--- src/logic/cpuPkg.sv ---
//////////////////////////////
// Shared definitions for the CPU back end
// Word, memory and register file sizes
// Write-back control bundle as a packed union
//////////////////////////////
package cpuPkg;

  //////////////////////////////
  // Sizes
  //////////////////////////////
  localparam int dataWidth    = 16;   // Machine word
  localparam int memDepth     = 256;  // Words in the unified memory
  localparam int memAddrWidth = 8;    // Low address bits used by memory
  localparam int regCount     = 16;   // Architectural registers
  localparam int regAddrWidth = 4;    // Register index width
  localparam int wbCtrlWidth  = regAddrWidth + 4;  // Bundle width, 8 bits

  //////////////////////////////
  // Write-back control bundle
  //////////////////////////////
  // Field order follows the bundle bits, MSB first
  typedef struct packed {
    logic [regAddrWidth-1:0] regRd;  // Destination register
    logic                    regWrite;  // Register file write enable
    logic                    memToReg;  // Load result goes to register
    logic                    hlt;       // Halt instruction
    logic                    pcs;       // Next PC goes to register
  } wbFieldsT;

  // Same 8 bits seen as a raw word between stages or as decoded fields
  typedef union packed {
    logic [wbCtrlWidth-1:0] raw;
    wbFieldsT               fields;
  } wbCtrlT;

endpackage

--- src/logic/memPortIf.sv ---
//////////////////////////////
// Memory request port of one requester
// Request side and arbiter side modports
//////////////////////////////
`timescale 1ns/1ns

interface memPortIf;

  logic                         req;     // Access wanted this cycle
  logic                         we;      // Access is a write
  logic [cpuPkg::dataWidth-1:0] addr;    // Word address, low bits used
  logic [cpuPkg::dataWidth-1:0] wrData;  // Store word
  logic                         gnt;     // Access wins the memory this cycle
  logic [cpuPkg::dataWidth-1:0] rdData;  // Combinational read word

  // Side that asks for the memory
  modport requester (
    output req, we, addr, wrData,
    input  gnt, rdData
  );

  // Side that grants it
  modport arbiter (
    input  req, we, addr, wrData,
    output gnt, rdData
  );

endinterface

--- src/logic/fetchPort.sv ---
//////////////////////////////
// Instruction fetch requester
// Registers the granted word
// Valid pulse and stall level
//////////////////////////////
`timescale 1ns/1ns

module fetchPort (
  input  logic                         clk,
  input  logic                         rst,
  input  logic                         fetchReq,    // Fetch wanted at fetchPc
  input  logic [cpuPkg::dataWidth-1:0] fetchPc,     // Instruction address
  memPortIf.requester                  port,        // To the arbiter
  output logic [cpuPkg::dataWidth-1:0] fetchInstr,  // Last fetched instruction
  output logic                         fetchValid,  // One cycle after a granted fetch
  output logic                         fetchStall   // Waiting on the data port
);

  logic fetchDone;  // Request granted this cycle

  // Read-only requester, retried every cycle while held
  assign port.req    = fetchReq;
  assign port.we     = 1'b0;
  assign port.addr   = fetchPc;
  assign port.wrData = '0;

  assign fetchDone  = fetchReq & port.gnt;
  assign fetchStall = fetchReq & ~port.gnt;  // Combinational, no reset gating

  //////////////////////////////
  // Instruction capture
  //////////////////////////////
  always_ff @(posedge clk) begin
    if (fetchDone) begin
      fetchInstr <= port.rdData;  // Payload, holds between fetches
    end
  end

  always_ff @(posedge clk) begin
    if (rst) begin
      fetchValid <= 1'b0;
    end else begin
      fetchValid <= fetchDone;  // Single pulse per grant
    end
  end

  //////////////////////////////
  // Checks
  //////////////////////////////
  // Fetch side must never reach the memory write path
  assert property (@(posedge clk) disable iff (rst) !(port.gnt && port.we))
    else $error("fetchPort: write from fetch port");

endmodule

--- src/logic/memArbiter.sv ---
//////////////////////////////
// Fixed priority memory arbiter
// Data port beats fetch port
// Winner drives the single memory
//////////////////////////////
`timescale 1ns/1ns

module memArbiter (
  input  logic                            clk,        // Only for checks
  memPortIf.arbiter                       dataPort,   // Load and store requests
  memPortIf.arbiter                       instrPort,  // Instruction fetch requests
  output logic                            memWe,      // Memory write strobe
  output logic [cpuPkg::memAddrWidth-1:0] memAddr,    // Memory word address
  output logic [cpuPkg::dataWidth-1:0]    memWrData,  // Memory write word
  input  logic [cpuPkg::dataWidth-1:0]    memRdData   // Memory read word
);

  //////////////////////////////
  // Grants
  //////////////////////////////
  assign dataPort.gnt  = dataPort.req;                   // Data never stalls
  assign instrPort.gnt = instrPort.req & ~dataPort.req;  // Fetch only when data idle

  //////////////////////////////
  // Route winner to memory
  //////////////////////////////
  always_comb begin
    if (dataPort.gnt) begin
      memAddr   = dataPort.addr[cpuPkg::memAddrWidth-1:0];
      memWrData = dataPort.wrData;
      memWe     = dataPort.we;
    end else begin
      // Fetch address also drives an idle memory, harmless since no write
      memAddr   = instrPort.addr[cpuPkg::memAddrWidth-1:0];
      memWrData = instrPort.wrData;
      memWe     = instrPort.gnt & instrPort.we;
    end
  end

  // One read word shared by both requesters
  assign dataPort.rdData  = memRdData;
  assign instrPort.rdData = memRdData;

  //////////////////////////////
  // Checks
  //////////////////////////////
  // Only one requester owns the memory in a cycle
  assert property (@(posedge clk) !(dataPort.gnt && instrPort.gnt))
    else $error("memArbiter: both ports granted");

  // A grant always answers a request from that port
  assert property (@(posedge clk)
                   (dataPort.gnt -> dataPort.req) && (instrPort.gnt -> instrPort.req))
    else $error("memArbiter: grant without request");

endmodule

--- src/logic/memWbPipeReg.sv ---
//////////////////////////////
// MEM/WB pipeline register
// Next PC, ALU result, load word, control bundle
// Flush clears all but the next PC
//////////////////////////////
`timescale 1ns/1ns

module memWbPipeReg (
  input  logic                         clk,
  input  logic                         rst,           // Clears everything
  input  logic                         flush,         // Kills the current bundle
  input  logic [cpuPkg::dataWidth-1:0] exMemPcNext,   // Next PC from EX/MEM
  input  logic [cpuPkg::dataWidth-1:0] exMemAluOut,   // ALU result from EX/MEM
  input  logic [cpuPkg::dataWidth-1:0] memData,       // Load word from memory
  input  cpuPkg::wbCtrlT               exMemWbCtrl,   // Write-back controls
  output logic [cpuPkg::dataWidth-1:0] memWbPcNext,
  output logic [cpuPkg::dataWidth-1:0] memWbAluOut,
  output logic [cpuPkg::dataWidth-1:0] memWbMemData,
  output cpuPkg::wbCtrlT               memWbWbCtrl
);

  logic clr;  // Flush or reset

  assign clr = flush | rst;

  //////////////////////////////
  // Next PC
  //////////////////////////////
  // Survives a flush
  always_ff @(posedge clk) begin
    if (rst) begin
      memWbPcNext <= '0;
    end else begin
      memWbPcNext <= exMemPcNext;
    end
  end

  //////////////////////////////
  // Data path
  //////////////////////////////
  always_ff @(posedge clk) begin
    if (clr) begin
      memWbAluOut  <= '0;
      memWbMemData <= '0;
    end else begin
      memWbAluOut  <= exMemAluOut;
      memWbMemData <= memData;  // Load word captured at the same edge
    end
  end

  //////////////////////////////
  // Control bundle
  //////////////////////////////
  always_ff @(posedge clk) begin
    if (clr) begin
      memWbWbCtrl.raw <= '0;  // No write, no halt
    end else begin
      memWbWbCtrl.raw <= exMemWbCtrl.raw;  // Moves as a raw word
    end
  end

endmodule

--- src/logic/memWbTop.sv ---
//////////////////////////////
// CPU back end top level
// Arbiter, unified memory, fetch port
// MEM/WB register, write-back stage
//////////////////////////////
`timescale 1ns/1ns

module memWbTop (
  input  logic                            clk,
  input  logic                            rst,
  input  logic                            flush,
  input  logic                            exMemRead,       // Load strobe
  input  logic                            exMemWrite,      // Store strobe
  input  logic                            fetchReq,
  input  logic [cpuPkg::dataWidth-1:0]    exMemPcNext,
  input  logic [cpuPkg::dataWidth-1:0]    exMemAluOut,     // Also the data address
  input  logic [cpuPkg::dataWidth-1:0]    exMemStoreData,
  input  logic [cpuPkg::dataWidth-1:0]    fetchPc,
  input  logic [cpuPkg::wbCtrlWidth-1:0]  exMemWbCtrl,     // Raw control bundle
  input  logic [cpuPkg::regAddrWidth-1:0] rdAddr1,
  input  logic [cpuPkg::regAddrWidth-1:0] rdAddr2,
  output logic [cpuPkg::dataWidth-1:0]    fetchInstr,
  output logic [cpuPkg::dataWidth-1:0]    wbData,
  output logic [cpuPkg::dataWidth-1:0]    rdData1,
  output logic [cpuPkg::dataWidth-1:0]    rdData2,
  output logic                            fetchValid,
  output logic                            fetchStall,
  output logic                            wbWrite,
  output logic                            halted,
  output logic [cpuPkg::regAddrWidth-1:0] wbRegAddr
);

  memPortIf dataPort ();   // Memory stage access
  memPortIf instrPort ();  // Fetch access

  logic                            memWe;
  logic [cpuPkg::memAddrWidth-1:0] memAddr;
  logic [cpuPkg::dataWidth-1:0]    memWrData;
  logic [cpuPkg::dataWidth-1:0]    memRdData;
  logic [cpuPkg::dataWidth-1:0]    memWbPcNext, memWbAluOut, memWbMemData;
  cpuPkg::wbCtrlT                  exMemCtrl, memWbWbCtrl;

  //////////////////////////////
  // Data port tie-in
  //////////////////////////////
  assign dataPort.req    = exMemRead | exMemWrite;
  assign dataPort.we     = exMemWrite;
  assign dataPort.addr   = exMemAluOut;
  assign dataPort.wrData = exMemStoreData;
  assign exMemCtrl.raw   = exMemWbCtrl;  // Plain port into the union

  memArbiter uArbiter (.clk, .dataPort(dataPort), .instrPort(instrPort),
                       .memWe, .memAddr, .memWrData, .memRdData);

  unifiedMemory uMemory (.clk, .we(memWe), .addr(memAddr), .wrData(memWrData),
                         .rdData(memRdData));

  fetchPort uFetch (.clk, .rst, .fetchReq, .fetchPc, .port(instrPort),
                    .fetchInstr, .fetchValid, .fetchStall);

  // Load word comes back on the data port in the same cycle
  memWbPipeReg uMemWb (.clk, .rst, .flush, .exMemPcNext, .exMemAluOut,
                       .memData(dataPort.rdData), .exMemWbCtrl(exMemCtrl),
                       .memWbPcNext, .memWbAluOut, .memWbMemData, .memWbWbCtrl);

  writeBack uWb (.clk, .rst, .memWbPcNext, .memWbAluOut, .memWbMemData, .memWbWbCtrl,
                 .rdAddr1, .rdAddr2, .rdData1, .rdData2, .wbData, .wbRegAddr,
                 .wbWrite, .halted);

endmodule

--- src/logic/unifiedMemory.sv ---
//////////////////////////////
// Unified instruction and data memory
// Combinational read, clocked write
//////////////////////////////
`timescale 1ns/1ns

module unifiedMemory (
  input  logic                            clk,
  input  logic                            we,      // Write strobe from arbiter
  input  logic [cpuPkg::memAddrWidth-1:0] addr,    // Word address
  input  logic [cpuPkg::dataWidth-1:0]    wrData,  // Word to store
  output logic [cpuPkg::dataWidth-1:0]    rdData   // Word at addr, same cycle
);

  logic [cpuPkg::dataWidth-1:0] mem [cpuPkg::memDepth];  // Storage array

  //////////////////////////////
  // Initial contents
  //////////////////////////////
  // Whole memory starts cleared
  initial begin
    for (int i = 0; i < cpuPkg::memDepth; i++) begin
      mem[i] = '0;
    end
  end

  //////////////////////////////
  // Write port
  //////////////////////////////
  always_ff @(posedge clk) begin
    if (we) begin
      mem[addr] <= wrData;  // Lands at end of granted cycle
    end
  end

  //////////////////////////////
  // Read port
  //////////////////////////////
  // No wait states, answer in the same cycle
  assign rdData = mem[addr];

endmodule

--- src/logic/writeBack.sv ---
//////////////////////////////
// Write-back stage
// Source select and write strobe
// Register file, two read ports
// Sticky halt latch
//////////////////////////////
`timescale 1ns/1ns

module writeBack (
  input  logic                            clk,
  input  logic                            rst,
  input  logic [cpuPkg::dataWidth-1:0]    memWbPcNext,
  input  logic [cpuPkg::dataWidth-1:0]    memWbAluOut,
  input  logic [cpuPkg::dataWidth-1:0]    memWbMemData,
  input  cpuPkg::wbCtrlT                  memWbWbCtrl,
  input  logic [cpuPkg::regAddrWidth-1:0] rdAddr1,    // Decode read port 1
  input  logic [cpuPkg::regAddrWidth-1:0] rdAddr2,    // Decode read port 2
  output logic [cpuPkg::dataWidth-1:0]    rdData1,
  output logic [cpuPkg::dataWidth-1:0]    rdData2,
  output logic [cpuPkg::dataWidth-1:0]    wbData,     // Forwarding bus data
  output logic [cpuPkg::regAddrWidth-1:0] wbRegAddr,  // Forwarding bus register
  output logic                            wbWrite,    // Forwarding bus strobe
  output logic                            halted      // High from halt until reset
);

  cpuPkg::wbFieldsT ctrl;  // Decoded view of the bundle

  logic [cpuPkg::dataWidth-1:0] regs [cpuPkg::regCount];  // Register file

  assign ctrl = memWbWbCtrl.fields;

  //////////////////////////////
  // Source select
  //////////////////////////////
  always_comb begin
    if (ctrl.pcs) begin
      wbData = memWbPcNext;  // Link value
    end else if (ctrl.memToReg) begin
      wbData = memWbMemData;  // Load
    end else begin
      wbData = memWbAluOut;
    end
  end

  assign wbRegAddr = ctrl.regRd;
  assign wbWrite   = ctrl.regWrite & (ctrl.regRd != '0);  // R0 is hardwired

  //////////////////////////////
  // Register file
  //////////////////////////////
  always_ff @(posedge clk) begin
    if (wbWrite) begin
      regs[wbRegAddr] <= wbData;
    end
  end

  // No bypass, a write shows up after the edge
  assign rdData1 = (rdAddr1 == '0) ? '0 : regs[rdAddr1];
  assign rdData2 = (rdAddr2 == '0) ? '0 : regs[rdAddr2];

  // Halt latch, set one edge after the bundle arrives
  always_ff @(posedge clk) begin
    if (rst) begin
      halted <= 1'b0;
    end else if (ctrl.hlt) begin
      halted <= 1'b1;
    end
  end

  // Decode never sends a link and a load to the same register write
  assert property (@(posedge clk) disable iff (rst)
                   ctrl.regWrite |-> !(ctrl.pcs && ctrl.memToReg))
    else $error("writeBack: pcs and memToReg both set on a register write");

endmodule

--- config.mk ---
export PLATFORM = sky130hd
export DESIGN_NAME = memWbTop
export DESIGN_NICKNAME = d
export VERILOG_FILES = /design/src/logic/cpuPkg.sv /design/src/logic/memPortIf.sv /design/src/logic/fetchPort.sv /design/src/logic/memArbiter.sv /design/src/logic/memWbPipeReg.sv /design/src/logic/memWbTop.sv /design/src/logic/unifiedMemory.sv /design/src/logic/writeBack.sv
export SDC_FILE = /design/constraint.sdc
export NUM_CORES = 2
export LEC_CHECK = 0
export BUFFER_PORTS_ARGS = -buffer_cell sky130_fd_sc_hd__buf_2
export CAP_MARGIN = 20
export CORE_ASPECT_RATIO = 1.4
export CORE_MARGIN = 5
export CORE_UTILIZATION = 43
export CTS_CLUSTER_SIZE = 8
export DETAILED_ROUTE_END_ITERATION = 10
export SYNTH_ARGS = -nofsm -noshare
export SYNTH_HDL_FRONTEND = slang
export SYNTH_MEMORY_MAX_BITS = 65536
export SYNTH_SLANG_ARGS = --single-unit
export TNS_END_PERCENT = 10
--- constraint.sdc ---
create_clock -name clk -period 10.9 [get_ports clk]
set_clock_uncertainty 0.05 [all_clocks]
set_input_delay 3.27 -clock clk [delete_from_list [all_inputs] [get_ports clk]]
set_output_delay 3.27 -clock clk [all_outputs]
set_load 0.05 [all_outputs]
# Word level (Yosys, flattened, before mapping)

Memory sizes are Yosys's and may differ from the RTL's.
Cells that the tools add are included.

Output and inout port bits: 72
Memory bits (writable): 4352
Memories kept: 2
Input port bits: 86
Flip-flop bits (word level): 74

Reduce and logical (&&, ||, !) cells: 3
Bitwise gates (word level): 8
Mux-type cells: 11

Memories:

| memory      | depth | width | read ports | clocked after memory_dff | write ports | RTL line            | text |
|---|---|---|---|---|---|---|---|
| uMemory.mem | 256   | 16    | 1          | 0                        | 1           | unifiedMemory.sv:15 | `logic [cpuPkg::dataWidth-1:0] mem [cpuPkg::memDepth];` |
| uWb.regs    | 16    | 16    | 2          | 0                        | 1           | writeBack.sv:28     | `logic [cpuPkg::dataWidth-1:0] regs [cpuPkg::regCount];` |

Operators by type and width:

| cell               | count |
|---|---|
| $mux W16           | 5 |
| $logic_not A4 Y1   | 2 |
| $mux W8            | 1 |
| $mux W1            | 5 |
| $and A1 B1 Y1      | 4 |
| $reduce_bool A4 Y1 | 1 |
| $not A1 Y1         | 2 |
| $or A1 B1 Y1       | 2 |

# Depth between registers and ports, before layout

Depth in word-level cells: 5
Depth in mapped cells: 11
Depth with buffers taken out: 7

# Cells and area by module

A second synthesis with hierarchy kept.

Cells, all modules: 7588
Area total of the unflattened synthesis: 169940.5 um^2

Modules (own cells, without submodules):

| module        | area an instance (um^2) | cells an instance | times used |
|---|---|---|---|
| unifiedMemory | 155078.7                | 6711              | 1 |
| writeBack     | 11591.1                 | 637               | 1 |
| memWbPipeReg  | 1823.0                  | 122               | 1 |
| fetchPort     | 785.8                   | 55                | 1 |
| memArbiter    | 655.6                   | 62                | 1 |
| memWbTop      | 6.3                     | 1                 | 1 |

# Worst setup path before layout

Ideal clock, no wire load.

Path kind: input-to-output
Start: in rdAddr1[0] (netlist name)
End: out rdData1[0] (netlist name)
Arrival: 5.526 ns
Data required time: 7.580 ns
Buffers on the path: 2
Cell stages on the path: 5
Path slack: 2.054 ns
Path through: clkbuf_1 buf_1 mux4_2 mux4_2 nor2b_1

Word-level cells in the longest chain between the ends: 2
Elaborated cells between the ends (all ways): 3
Classes of those cells: 1 x mux; 1 x reduce/logical; 1 x memory

RTL lines:

| what                                                       | RTL line        | text |
|---|---|---|
| from (decl)                                                | memWbTop.sv:20  | `input logic [cpuPkg::regAddrWidth-1:0] rdAddr1,` |
| $mem_v2 Z16 W16 / $logic_not A4 Y1 (equally long branches) | --              |  |
| $mux W16 (*)                                               | writeBack.sv:58 | `assign rdData1 = (rdAddr1 == '0) ? '0 : regs[rdAddr1];` |
| to (decl)                                                  | memWbTop.sv:24  | `output logic [cpuPkg::dataWidth-1:0] rdData1,` |

Mark *: on every way between the ends. The rest lies on a longest branch, timed or not.

# Final worst setup path

Start: in rdAddr2[0] (netlist name)
End: out rdData2[8] (netlist name)

Word-level cells in the longest chain between the ends: 2
Elaborated cells between the ends (all ways): 3
Classes of those cells: 1 x mux; 1 x reduce/logical; 1 x memory

RTL lines:

| what                                                       | RTL line        | text |
|---|---|---|
| from (decl)                                                | memWbTop.sv:21  | `input logic [cpuPkg::regAddrWidth-1:0] rdAddr2,` |
| $mem_v2 Z16 W16 / $logic_not A4 Y1 (equally long branches) | --              |  |
| $mux W16 (*)                                               | writeBack.sv:59 | `assign rdData2 = (rdAddr2 == '0) ? '0 : regs[rdAddr2];` |
| to (decl)                                                  | memWbTop.sv:25  | `output logic [cpuPkg::dataWidth-1:0] rdData2,` |

Marks and branches as above.

==> results by group <==
Global routing
  • Met1 usage: 29.9%
  • Top Usage Layer GRT: met2
  • Pin count of the biggest net entering global routing: 209
  • Grt ovf: 0
  • GR Util met2: 38.3%
  • GRT Overall Usage: 23.3%
  • Vias in the first global route: 93849
  • Antenna violations before repair: 25
  • Met3 usage: 4.40%
  • First-pass GRT wire length: 677000 µm

Synthesis
  • Post-synth EDFFs: 4368
  • Synth async-reset ratio: 0%
  • Ys flop type: edfxtp_1
  • Synth warn: 0
  • Cell Area, Synth: 165000 µm²
  • Post-synth cell types: 42
  • Post-synthesis sequential area ratio: 80.2%
  • Syn Inst Count: 9213
  • Avg Inst Size Synth: 17.9 µm²
  • Yosys reg bits: 4426

Power
  • Worst vdd ir: 0.133 mV
  • Flop pwr share: 49.4%
  • Cell-internal power: 29.9 mW
  • Clock power share: 44.7%
  • Power density cells: 200 nW/µm²
  • Net Sw Power: 8.40 mW
  • Sw Ratio: 21.9%
  • Comb pwr share: 5.9%
  • Leakage Power: 57.3 nW

Layout
  • Fillers: 30446
  • Most common cell after layout, fill and taps aside: edfxtp_1
  • Area occupied by multi-input gates: 30300 µm²
  • Share of cells above drive strength 1: 16.6%
  • Area Growth Syn to Fin: 16.1%
  • Post-layout nets: 9932
  • Most frequent cells in the layout: 4368 x edfxtp_1, 2048 x a22oi_1, 1024 x a21oi_1
  • Seq. cell area: 132000 µm²

Setup path
  • Crit. End Element: output pin
  • Critical Path RT: 7580 ps
  • Critical path launch point type: input pin
  • Crit path kind: in -> out
  • Reg-to-Reg Start: uMemory.mem[215][12]
  • Worst Path Arrival: 5850 ps
  • Critical Path Source: rdAddr2[0]
  • CP Max Fanout: 43

Floorplanning
  • Die Height: 743 µm
  • Ports: 158
  • Total core area: 383000 µm²
  • Initial Util: 43.1%
  • Row count: 269
  • Die Width: 534 µm
  • Full die area: 396000 µm²

Run
  • Max_cap viols: 0

Routing
  • Routed Antenna Nets: 0
  • Initial DRC count: 11704
  • Number of vias per cell: 6.34
  • Routed WL: 479000 µm
  • Vias: 94849
  • First drt pass iteration count: 8
  • Routed length per instance: 32.0 µm
  • Remaining DRCs: 0

CTS
  • Skew-Pair Late Insertion Delay: 970 ps
  • CTS tree: built
  • Clock Sinks: 4426
  • Hold buffer count at cts: 0
  • CTS clk-pin slew, worst paths: 50 ps
  • CTS H-Tree Depth: 6
  • CTS root buffer: clkbuf_16
  • Maximum clock path buffer count: 4
  • Number of CTS-inserted buffers: 628
  • # resized after CTS: 0
  • Setup bufs post-CTS: 0

Place
  • I/O Buffers: 149
  • DPL Wire Length: 273000 µm
  • Dpl ws: 1690 ps
  • GPL Wtd Cong: 0.837

Timing
  • Final worst slack: 1730 ps
  • Max Freq: 109 MHz
  • Slew margin rel.: 10.3%
  • Final Hold Fails: 0
  • Crit share post-route: 84.1%
  • Least-Margin Pin Slew: 1330 ps
  • Final setup viols: 0
  • RSZ-0062 raised after global routing: no
  • Post-layout min period: 9170 ps
  • Max-slew violations: 0
  • Hold slack final: 390 ps
  • Setup TNS: 0 ps

Outcome
  • Status: finished, final reports clean

Worst hold path
  • Hold Crit Start: uMemWb.memWbWbCtrl[1]
  • Worst min-delay path class: reg -> reg
-- final timing paths --
kind | endpoint | slack, ps | depth (start not counted)
hold / removal | uWb.halted | 390 | 2
hold reg to reg | uWb.halted | 390 | 2
setup reg to reg | uFetch.fetchInstr[12] | 7200 | 5
setup / recovery | rdData2[8] | 1730 | 6
-- state kept, by name, summed over array words and instances, names as in the netlist, 8 cells and up --
signal,count
uWb.regs,256
uMemWb.memWbMemData,16
uMemWb.memWbAluOut,16
uMemory.mem,4096
uMemWb.memWbWbCtrl,8
uFetch.fetchInstr,16
uMemWb.memWbPcNext,16
-- cell usage after synthesis (3+ instances only) --
master       n  area [µm²]
a21oi_1   1024        5120
a22oi_1   2048       15400
a31oi_4      4        85.1
a41oi_1     64         561
and2_1      42         263
buf_1       74         278
buf_2      222        1110
buf_4       11        82.6
buf_6        6        67.6
clkbuf_1   379        1420
dfxtp_1     58        1160
edfxtp_1  4368      131000
inv_1        4        15.0
mux2i_1     16         160
mux4_2     160        3600
nand2_1     37         139
nand2b_1     6        37.5
nand3_1     18        90.1
nand3b_1     4        30.0
nand4_1      4        25.0
nor2_1     273        1020
nor2b_1     49         307
nor3_1       6        30.0
o21a_1       3        22.5
o21ai_0     19        95.1
o21ai_1      6        30.0
o31ai_1      3        22.5
o41a_1      17         191
o41ai_1    256        2240
or4_1       17         128
-- layout make-up --
class / count / area share (%)
sequential: 4426 / 69.1
multi-input combinational: 4106 / 15.8
clock buffer: 689 / 8.48
tap: 5013 / 3.27
timing repair buffer: 680 / 2.99
clock inverter: 39 / 0.315
antenna: 12 / 0.0157
inverter: 4 / 0.00784
-- power groups by stage --
stage                     clock (mW)  combinational (mW)  sequential, mW
final                           17.1                2.25            18.9
after global routing            18.0                2.37            18.9
after CTS                       17.3                2.24            18.9
after detailed placement           0                2.23            19.2
after global placement             0                2.19            19.2
after floorplan                    0                1.25            19.3
-- worst max-delay path: stages --
cell and delay, ps:
buf_4 700, buf_4 430, mux4_2 560, mux4_2 480
nor2b_1 150, buf_2 210
-- through the flow --
| step | util, % | power, mW | instance area, µm² | std cells |
|---|---|---|---|---|
| after floorplan | - | 20.5 | 165000 | 9228 |
| after global placement | 45.5 | 21.4 | 174000 | 14189 |
| after detailed placement | 45.6 | 21.4 | 174000 | 14205 |
| after CTS | 50.0 | 38.4 | 191000 | 14933 |
| after global routing | 50.0 | 39.3 | 192000 | 14960 |
| final | 50.1 | 38.3 | 192000 | 14969 |
-- per-layer routing --
metal | up-vias | wire [µm]
met3 | 993 | 41400
met2 | 5232 | 233000
met1 | 48955 | 179000
met4 | 20 | 25400
met5 | - | 138
li1 | 39649 | -
-- logic make-up (layout without fill, tap and decap cells) --
family,after synthesis,in the layout,synth area share (%)
flops,4426,4426,80.2
compound gates,3446,3446,14.4
buf+inv,696,1412,1.80
simple gates,468,468,1.31
mux,176,176,2.28
other cells,1,28,0.00227
No activity file was read; power rests on OpenSTA's default activity.
